$ cat config.mk
export PLATFORM = sky130hd
export DESIGN_NAME = icache_top
export DESIGN_NICKNAME = d
export VERILOG_FILES = /design/src/icache_pkg.sv /design/src/icache_sram.sv /design/src/icache_refill_port.sv /design/src/icache_ctrl.sv /design/src/icache_top.sv
export VERILOG_INCLUDE_DIRS = /design/src /design/src/src
export SDC_FILE = /design/constraint.sdc
export NUM_CORES = 2
export LEC_CHECK = 0
export BUFFER_PORTS_ARGS = -buffer_cell sky130_fd_sc_hd__buf_2
export CORE_UTILIZATION = 56
export DETAILED_ROUTE_END_ITERATION = 6
export GPL_ROUTABILITY_DRIVEN = 0
export PLACE_DENSITY = 0.81
export RECOVER_POWER = 100
export SETUP_SLACK_MARGIN = 0.05
export SYNTH_ARGS = -nofsm -noshare
export SYNTH_HDL_FRONTEND = slang
export SYNTH_SLANG_ARGS = --single-unit
$ cat constraint.sdc
create_clock -name clk_i -period 13.9 [get_ports clk_i]
set_input_delay 2.085 -clock clk_i [delete_from_list [all_inputs] [get_ports clk_i]]
set_output_delay 2.085 -clock clk_i [all_outputs]
set_load 0.01 [all_outputs]
$ cat src/icache_defines.svh
`ifndef ICACHE_DEFINES_SVH
`define ICACHE_DEFINES_SVH

// ~~~~~~~~~~~~~~~~~~~~~~~~~~~~~~~~~~~~~~~~~~~~~~~~~~~~~~~~~~~~
// cache geometry
// ~~~~~~~~~~~~~~~~~~~~~~~~~~~~~~~~~~~~~~~~~~~~~~~~~~~~~~~~~~~~

// direct mapped, one line per set.
`define ICACHE_SETS 16

// 32-bit words per line.
`define ICACHE_LINE_WORDS 4

// ~~~~~~~~~~~~~~~~~~~~~~~~~~~~~~~~~~~~~~~~~~~~~~~~~~~~~~~~~~~~
// memory interface
// ~~~~~~~~~~~~~~~~~~~~~~~~~~~~~~~~~~~~~~~~~~~~~~~~~~~~~~~~~~~~

// request credits the memory grants out of reset.
`define ICACHE_MEM_CREDITS 2

`endif

$ cat src/icache_pkg.sv
`include "icache_defines.svh"

package icache_pkg;

    // instruction word or byte address.
    typedef logic [31:0] word_t;

    // address fields.
    typedef logic [23:0] tag_t;
    typedef logic [3:0]  index_t;
    typedef logic [1:0]  offset_t;

    // fetch address split into its cache fields.
    typedef struct packed {
        tag_t        tag;
        index_t      index;
        offset_t     offset;
        logic [1:0]  byte_sel;
    } addr_t;

    // one cache line, word 0 in the low bits.
    typedef word_t [`ICACHE_LINE_WORDS-1:0] line_t;

endpackage

$ cat src/icache_sram.sv
module icache_sram #(
    parameter type entry_t = logic [31:0],
    parameter int  depth   = 16
) (
    input  logic                clk_i,
    input  logic                en_i,
    input  logic                we_i,
    input  icache_pkg::index_t  index_i,
    input  entry_t              wdata_i,
    output entry_t              rdata_o
);

    // ~~~~~~~~~~~~~~~~~~~~~~~~~~~~~~~~~~~~~~~~~~~~~~~~~~~~~~~~~~~~
    // storage
    // ~~~~~~~~~~~~~~~~~~~~~~~~~~~~~~~~~~~~~~~~~~~~~~~~~~~~~~~~~~~~

    entry_t mem_q [depth];

    // write port.
    always_ff @(posedge clk_i) begin
        if (en_i && we_i) begin
            mem_q[index_i] <= wdata_i;
        end
    end

    // registered read port returns the old data on a write to the same entry.
    always_ff @(posedge clk_i) begin
        if (en_i) begin
            rdata_o <= mem_q[index_i];
        end
    end

endmodule

$ cat src/icache_refill_port.sv
`include "icache_defines.svh"

module icache_refill_port (
    input  logic               clk_i,
    input  logic               rst_i,

    // from the cache controller.
    input  logic               refill_req_i,
    input  icache_pkg::word_t  refill_addr_i,
    output logic               refill_busy_o,

    // to the memory controller.
    output logic               mem_req_valid_o,
    output icache_pkg::word_t  mem_req_addr_o,
    input  logic               mem_credit_i
);

    import icache_pkg::*;

    localparam int unsigned max_credits = `ICACHE_MEM_CREDITS;
    localparam int unsigned credit_w    = $clog2(max_credits + 1);

    logic                pending_q;
    word_t               addr_q;
    logic [credit_w-1:0] credit_cnt_q;
    logic                issue;

    // ~~~~~~~~~~~~~~~~~~~~~~~~~~~~~~~~~~~~~~~~~~~~~~~~~~~~~~~~~~~~
    // request hold and issue
    // ~~~~~~~~~~~~~~~~~~~~~~~~~~~~~~~~~~~~~~~~~~~~~~~~~~~~~~~~~~~~

    // a held request goes out as soon as one credit is left.
    assign issue = pending_q && (credit_cnt_q != '0);

    always_ff @(posedge clk_i) begin
        if (!rst_i) begin
            pending_q <= 1'b0;
        end else if (refill_req_i) begin
            pending_q <= 1'b1;
        end else if (issue) begin
            pending_q <= 1'b0;
        end
    end

    always_ff @(posedge clk_i) begin
        if (refill_req_i) begin
            addr_q <= refill_addr_i;
        end
    end

    // ~~~~~~~~~~~~~~~~~~~~~~~~~~~~~~~~~~~~~~~~~~~~~~~~~~~~~~~~~~~~
    // credit counter
    // ~~~~~~~~~~~~~~~~~~~~~~~~~~~~~~~~~~~~~~~~~~~~~~~~~~~~~~~~~~~~

    always_ff @(posedge clk_i) begin
        if (!rst_i) begin
            credit_cnt_q <= credit_w'(max_credits);
        end else begin
            case ({issue, mem_credit_i})
                2'b10: credit_cnt_q <= credit_cnt_q - 1'b1;
                2'b01: begin
                    // saturate at the granted pool size.
                    if (credit_cnt_q != credit_w'(max_credits)) begin
                        credit_cnt_q <= credit_cnt_q + 1'b1;
                    end
                end
                default: credit_cnt_q <= credit_cnt_q;
            endcase
        end
    end

    assign refill_busy_o   = pending_q;
    assign mem_req_valid_o = issue;
    assign mem_req_addr_o  = addr_q;

endmodule

$ cat src/icache_ctrl.sv
`include "icache_defines.svh"

module icache_ctrl (
    input  logic                clk_i,
    input  logic                rst_i,

    // fetch side.
    input  logic                fetch_valid_i,
    input  icache_pkg::word_t   fetch_addr_i,
    input  logic                flush_i,
    output logic                fetch_done_o,
    output icache_pkg::word_t   fetch_instr_o,

    // tag array.
    output logic                tag_en_o,
    output logic                tag_we_o,
    output icache_pkg::tag_t    tag_wdata_o,
    input  icache_pkg::tag_t    tag_rdata_i,

    // line array.
    output logic                line_en_o,
    output logic                line_we_o,
    output icache_pkg::line_t   line_wdata_o,
    input  icache_pkg::line_t   line_rdata_i,

    // shared array index.
    output icache_pkg::index_t  index_o,

    // refill port.
    output logic                refill_req_o,
    output icache_pkg::word_t   refill_addr_o,
    input  logic                refill_busy_i,

    // memory response.
    input  logic                mem_resp_valid_i,
    input  icache_pkg::line_t   mem_resp_line_i
);

    import icache_pkg::*;

    typedef enum logic [1:0] {
        st_idle,
        st_lookup,
        st_refill,
        st_fill
    } state_e;

    state_e                  state_q;
    state_e                  state_d;
    addr_t                   fetch_f;
    addr_t                   req_q;
    line_t                   fill_line_q;
    logic [`ICACHE_SETS-1:0] valid_q;
    logic                    fetch_done_q;
    word_t                   fetch_instr_q;
    logic                    start;
    logic                    hit;
    logic                    resp_take;
    logic                    array_en;
    logic                    array_we;

    assign fetch_f = addr_t'(fetch_addr_i);

    // a new lookup waits out the cycle in which the last one is answered.
    assign start = (state_q == st_idle) && fetch_valid_i && !fetch_done_q;

    assign hit = valid_q[req_q.index] && (tag_rdata_i == req_q.tag);

    // only one miss is ever open, so the next response is ours.
    assign resp_take = (state_q == st_refill) && mem_resp_valid_i && !refill_busy_i;

    // ~~~~~~~~~~~~~~~~~~~~~~~~~~~~~~~~~~~~~~~~~~~~~~~~~~~~~~~~~~~~
    // state machine
    // ~~~~~~~~~~~~~~~~~~~~~~~~~~~~~~~~~~~~~~~~~~~~~~~~~~~~~~~~~~~~

    always_comb begin
        state_d = state_q;
        case (state_q)
            st_idle: begin
                if (start) begin
                    state_d = st_lookup;
                end
            end
            st_lookup: begin
                state_d = hit ? st_idle : st_refill;
            end
            st_refill: begin
                if (resp_take) begin
                    state_d = st_fill;
                end
            end
            st_fill: begin
                state_d = st_idle;
            end
            default: state_d = st_idle;
        endcase
    end

    always_ff @(posedge clk_i) begin
        if (!rst_i) begin
            state_q <= st_idle;
        end else begin
            state_q <= state_d;
        end
    end

    always_ff @(posedge clk_i) begin
        if (start) begin
            req_q <= fetch_f;
        end
        if (resp_take) begin
            fill_line_q <= mem_resp_line_i;
        end
    end

    // ~~~~~~~~~~~~~~~~~~~~~~~~~~~~~~~~~~~~~~~~~~~~~~~~~~~~~~~~~~~~
    // valid bits
    // ~~~~~~~~~~~~~~~~~~~~~~~~~~~~~~~~~~~~~~~~~~~~~~~~~~~~~~~~~~~~

    always_ff @(posedge clk_i) begin
        if (!rst_i) begin
            valid_q <= '0;
        end else if (flush_i && (state_q == st_idle)) begin
            valid_q <= '0;
        end else if (state_q == st_fill) begin
            valid_q[req_q.index] <= 1'b1;
        end
    end

    // ~~~~~~~~~~~~~~~~~~~~~~~~~~~~~~~~~~~~~~~~~~~~~~~~~~~~~~~~~~~~
    // fetch response
    // ~~~~~~~~~~~~~~~~~~~~~~~~~~~~~~~~~~~~~~~~~~~~~~~~~~~~~~~~~~~~

    always_ff @(posedge clk_i) begin
        if (!rst_i) begin
            fetch_done_q <= 1'b0;
        end else begin
            fetch_done_q <= ((state_q == st_lookup) && hit) || resp_take;
        end
    end

    // word comes from the array on a hit, from the response on a refill.
    always_ff @(posedge clk_i) begin
        if ((state_q == st_lookup) && hit) begin
            fetch_instr_q <= line_rdata_i[req_q.offset];
        end else if (resp_take) begin
            fetch_instr_q <= mem_resp_line_i[req_q.offset];
        end
    end

    assign fetch_done_o  = fetch_done_q;
    assign fetch_instr_o = fetch_instr_q;

    // ~~~~~~~~~~~~~~~~~~~~~~~~~~~~~~~~~~~~~~~~~~~~~~~~~~~~~~~~~~~~
    // array and refill control
    // ~~~~~~~~~~~~~~~~~~~~~~~~~~~~~~~~~~~~~~~~~~~~~~~~~~~~~~~~~~~~

    assign array_en = start || (state_q == st_fill);
    assign array_we = (state_q == st_fill);

    assign tag_en_o     = array_en;
    assign tag_we_o     = array_we;
    assign tag_wdata_o  = req_q.tag;
    assign line_en_o    = array_en;
    assign line_we_o    = array_we;
    assign line_wdata_o = fill_line_q;

    // read with the incoming address, write with the held one.
    assign index_o = (state_q == st_idle) ? fetch_f.index : req_q.index;

    assign refill_req_o  = (state_q == st_lookup) && !hit;
    assign refill_addr_o = {req_q.tag, req_q.index, {$bits(offset_t) + 2{1'b0}}};

endmodule

$ cat src/icache_top.sv
`include "icache_defines.svh"

module icache_top (
    input  logic               clk_i,
    input  logic               rst_i,

    // fetch side.
    input  logic               fetch_valid_i,
    input  icache_pkg::word_t  fetch_addr_i,
    input  logic               flush_i,
    output logic               fetch_done_o,
    output icache_pkg::word_t  fetch_instr_o,

    // memory side.
    output logic               mem_req_valid_o,
    output icache_pkg::word_t  mem_req_addr_o,
    input  logic               mem_credit_i,
    input  logic               mem_resp_valid_i,
    input  icache_pkg::line_t  mem_resp_line_i
);

    import icache_pkg::*;

    logic    tag_en;
    logic    tag_we;
    tag_t    tag_wdata;
    tag_t    tag_rdata;
    logic    line_en;
    logic    line_we;
    line_t   line_wdata;
    line_t   line_rdata;
    index_t  index;
    logic    refill_req;
    word_t   refill_addr;
    logic    refill_busy;

    icache_ctrl u_ctrl (
        .clk_i            (clk_i),
        .rst_i            (rst_i),
        .fetch_valid_i    (fetch_valid_i),
        .fetch_addr_i     (fetch_addr_i),
        .flush_i          (flush_i),
        .fetch_done_o     (fetch_done_o),
        .fetch_instr_o    (fetch_instr_o),
        .tag_en_o         (tag_en),
        .tag_we_o         (tag_we),
        .tag_wdata_o      (tag_wdata),
        .tag_rdata_i      (tag_rdata),
        .line_en_o        (line_en),
        .line_we_o        (line_we),
        .line_wdata_o     (line_wdata),
        .line_rdata_i     (line_rdata),
        .index_o          (index),
        .refill_req_o     (refill_req),
        .refill_addr_o    (refill_addr),
        .refill_busy_i    (refill_busy),
        .mem_resp_valid_i (mem_resp_valid_i),
        .mem_resp_line_i  (mem_resp_line_i)
    );

    // tags and lines share one index.
    icache_sram #(.entry_t(tag_t), .depth(`ICACHE_SETS)) tag_ram (
        .clk_i   (clk_i),
        .en_i    (tag_en),
        .we_i    (tag_we),
        .index_i (index),
        .wdata_i (tag_wdata),
        .rdata_o (tag_rdata)
    );

    icache_sram #(.entry_t(line_t), .depth(`ICACHE_SETS)) line_ram (
        .clk_i   (clk_i),
        .en_i    (line_en),
        .we_i    (line_we),
        .index_i (index),
        .wdata_i (line_wdata),
        .rdata_o (line_rdata)
    );

    icache_refill_port u_refill_port (
        .clk_i           (clk_i),
        .rst_i           (rst_i),
        .refill_req_i    (refill_req),
        .refill_addr_i   (refill_addr),
        .refill_busy_o   (refill_busy),
        .mem_req_valid_o (mem_req_valid_o),
        .mem_req_addr_o  (mem_req_addr_o),
        .mem_credit_i    (mem_credit_i)
    );

endmodule

==> flow_metrics.env <==
export IMPL_status="complete, but fails checks"
export IMPL_violations="capacitance limit, slew limit"
export IMPL_drt_wl_total_mm=276
export IMPL_slew_violations=1562
export IMPL_crit_type="in -> reg"
export IMPL_max_cap_violations=36
export IMPL_via_per_inst=7.07
export IMPL_die_w_um=430
export IMPL_regToRegEndpoint="line_ram.mem_q[6][72]"
export IMPL_grt_first_pass_wirelength_mm=392
export IMPL_clock_skew_ns=0.0912
export IMPL_r2r_slack_ns=4.40
export IMPL_dr_pass1_iters=6
export IMPL_syn_avg_cell_area_um2=19.0
export IMPL_fmax_mhz=99.9
export IMPL_worstPathCellList="clkbuf_1 -> inv_1 -> a31oi_4 -> clkbuf_1 -> buf_12 -> nor3_1 -> clkbuf_1 -> clkbuf_1"
export IMPL_crit_fanout=119
export IMPL_synthArstFlopShare_pct=0
export IMPL_rows=156
export IMPL_post_cts_buffers=0
export IMPL_port_buffers=225
export IMPL_ys_warn_count=0
export IMPL_grt_util_all_layers_pct=29.4
export IMPL_root_buffer="clkbuf_16"
export IMPL_top_usage_layer="met2"
export IMPL_place_inst=7729
export IMPL_synth_edf_count=2802
export IMPL_grt_use_met3_pct=6.48
export IMPL_detailed_place_hpwl_mm=129
export IMPL_multi_input_area_mm2=0.0162
export IMPL_ir_drop_v=0.000144
export IMPL_fin_tns_setup_ns=0
export IMPL_via_count=58200
export IMPL_cts_sinks=2824
export IMPL_clk_latency_ns=0.96
export IMPL_utilization_pct=63.0
export IMPL_clkPwrFrac_pct=39.9
export IMPL_ys_top_cells_by_area="edfxtp_1 (82%), a22oi_1 (8.9%), a21oi_1 (3.0%)"
export IMPL_ctsHoldBuffers=0
export IMPL_internal_power_mw=14.0
export IMPL_p_leak_nw=34.9
export IMPL_cts_repair_resized=0
export IMPL_fin_crit_ns=10.01
export IMPL_nets=5810
export IMPL_final_area_mm2=0.114
export IMPL_required_ns=14.30
export IMPL_overflow=0
export IMPL_wl_per_cell_um=33.5
export IMPL_ios=232
export IMPL_cts_tree="built"
export IMPL_ys_ff_latch=2824
export IMPL_syn_inst=5403
export IMPL_max_slew_margin_pct=-219
export IMPL_clkTransAtPathRegs_ns=0.07
export IMPL_critPathLaunch="fetch_addr_i[7]"
export IMPL_combPwrFrac_pct=6.9
export IMPL_use_met2_pct=46.6
export IMPL_antenna_found_initial=43
export IMPL_pre_cts_ws_ns=7.23
export IMPL_start_kind="primary input"
export IMPL_num_fill_cells=11400
export IMPL_setup_slack_ns=3.89
export IMPL_worst_ep_arrival_time_ns=10.41
export IMPL_p_seq_share_pct=53.2
export IMPL_area_growth_pct=11.4
export IMPL_tightest_slew_ns=4.79
export IMPL_h_tree_depth=5
export IMPL_drtAntennaViolNets=0
export IMPL_ys_flop_type="edfxtp_1"
export IMPL_finalNonFillerCells=8237
export IMPL_grt_max_degree=177
export IMPL_ff_latch_area_mm2=0.0846
export IMPL_hp_class="reg -> reg"
export IMPL_power_density_mw_per_mm2=158
export IMPL_total_power_mw=18.1
export IMPL_ys_types=41
export IMPL_clockBufferDepth=4
export IMPL_crit_end="line_ram.mem_q[6][72]"
export IMPL_syn_area_mm2=0.102
export IMPL_rsz0062_at_grt="false"
export IMPL_reg2reg_depth=7
export IMPL_drc=0
export IMPL_switching_share_pct=22.4
export IMPL_switching_power_mw=4.04
export IMPL_fp_dieArea_mm2=0.185
export IMPL_grt_pass1_vias=57700
export IMPL_drtIter0Drc=9247
export IMPL_cp_end_kind="flop"
export IMPL_numCtsBuffers=283
export IMPL_initial_core_util_pct=56.5
export IMPL_drive_gt1_share_pct=9.22
export IMPL_synth_top_cell_by_area="edfxtp_1"
export IMPL_crit_top_cell="clkbuf_1"
export IMPL_hold_viol_final=0
export IMPL_slowest_stage="clkbuf_1"
export IMPL_yosysTopAreaCellShare_pct=82.2
export IMPL_ys_seq_area_share_pct=82.6
export IMPL_cpPeakStageDelay_ns=2.97
export IMPL_fin_crit_sh_pct=72.0
export IMPL_finalSetupViolations=0
export IMPL_hold_slack_ns=0.470
export IMPL_die_y_um=430
export IMPL_design_core_area_mm2=0.181
export IMPL_met1_usage_pct=36.7
export IMPL_placed_area_mm2=0.106
## worst max-delay path, delay by kind of cell
family,cells,cell delay (ns)
compound gates,1,0.09
simple gates,1,0.40
buf+inv,6,7.64
## synthesized netlist by cell type, types with 3 or more instances
cell and count:
nand2_1 11, buf_1 27, a22oi_1 1217, nor3_1 12
buf_6 4, buf_4 22, nand4_1 6, mux4_2 68
o21a_1 21, mux2_2 32, nor2_1 21, nand2b_1 7
a21oi_1 610, xnor2_1 24, nor2b_1 3, dfxtp_1 22
clkbuf_1 119, inv_1 3, or4_1 153, buf_2 191
edfxtp_1 2802
## power by group through the flow
stage | Combinational [mW] | Clock [mW] | Sequential [mW]
floorplan | 0.784 | 0 | 9.75
global placement | 1.17 | 0 | 9.76
detailed placement | 1.20 | 0 | 9.77
CTS | 1.22 | 7.21 | 9.60
global route | 1.28 | 7.54 | 9.61
finish | 1.24 | 7.21 | 9.60
## layout by cell type, fill, tap and decap left out, types with 10 or more instances in the layout
cell type / count
clkinv_2: 29
a22oi_1: 1217
buf_12: 20
o21a_1: 21
or4_1: 153
bufinv_16: 19
dfxtp_1: 22
buf_4: 36
edfxtp_1: 2802
a21oi_1: 610
diode_2: 29
xnor2_1: 24
mux2_2: 14
mux2_1: 18
nand2_1: 10
buf_2: 36
mux4_2: 68
nor2_1: 21
nor3_1: 12
clkbuf_1: 283
clkinv_1: 70
clkbuf_16: 289
## worst min path at each step
stage                             from                         endpoint  slack, ns  cells past startpoint
6_report            u_ctrl.valid_q[14]               u_ctrl.valid_q[14]       0.47                      1
5_1_grt             u_ctrl.valid_q[10]               u_ctrl.valid_q[10]       0.49                      1
4_1_cts             u_ctrl.valid_q[14]               u_ctrl.valid_q[14]       0.47                      1
3_5_place_dp        u_ctrl.valid_q[14]               u_ctrl.valid_q[14]       0.45                      1
3_3_place_gp         u_ctrl.valid_q[2]                u_ctrl.valid_q[2]       0.44                      1
2_1_floorplan  u_ctrl.refill_addr_o[4]  u_refill_port.mem_req_addr_o[4]       0.42                      0
## sequential cells by signal (all words and copies together) (netlist names), 2 cells and up, named ones only
register	flops
u_ctrl.line_wdata_o	128
u_ctrl.valid_q	16
u_ctrl.refill_addr_o	4
u_refill_port.mem_req_addr_o	28
u_ctrl.tag_wdata_o	24
tag_ram.rdata_o	24
line_ram.mem_q	2048
u_refill_port.credit_cnt_q	2
u_ctrl.req_q	2
tag_ram.mem_q	384
line_ram.rdata_o	128
u_ctrl.fetch_instr_o	32
## layout make-up
| type | instances | area share (%) |
|---|---|---|
| flip-flops and latches | 2824 | 74.2 |
| multi-input cells | 2216 | 14.2 |
| clock buffers | 348 | 6.54 |
| well taps | 2370 | 2.60 |
| repair buffers | 316 | 1.48 |
| clock inverters | 131 | 0.954 |
| diodes | 29 | 0.0636 |
| inverters | 3 | 0.0110 |
## kinds of logic (layout without fill, tap and decap cells)
logic type	Yosys count	after routing	share of synthesized area, %
compound gates	1864	1864	12.2
xor+xnor	24	24	0.205
buf+inv	366	798	1.68
flops	2824	2824	82.6
mux	100	100	1.85
other cells	1	33	0.00366
simple gates	224	224	1.48
## metal layers
layer	wire (um)	up-vias
met5	126	-
met4	18200	22
met3	36600	889
met2	132000	5270
met1	88900	28900
li1	-	23100
No activity file was read; power rests on OpenSTA's default activity.
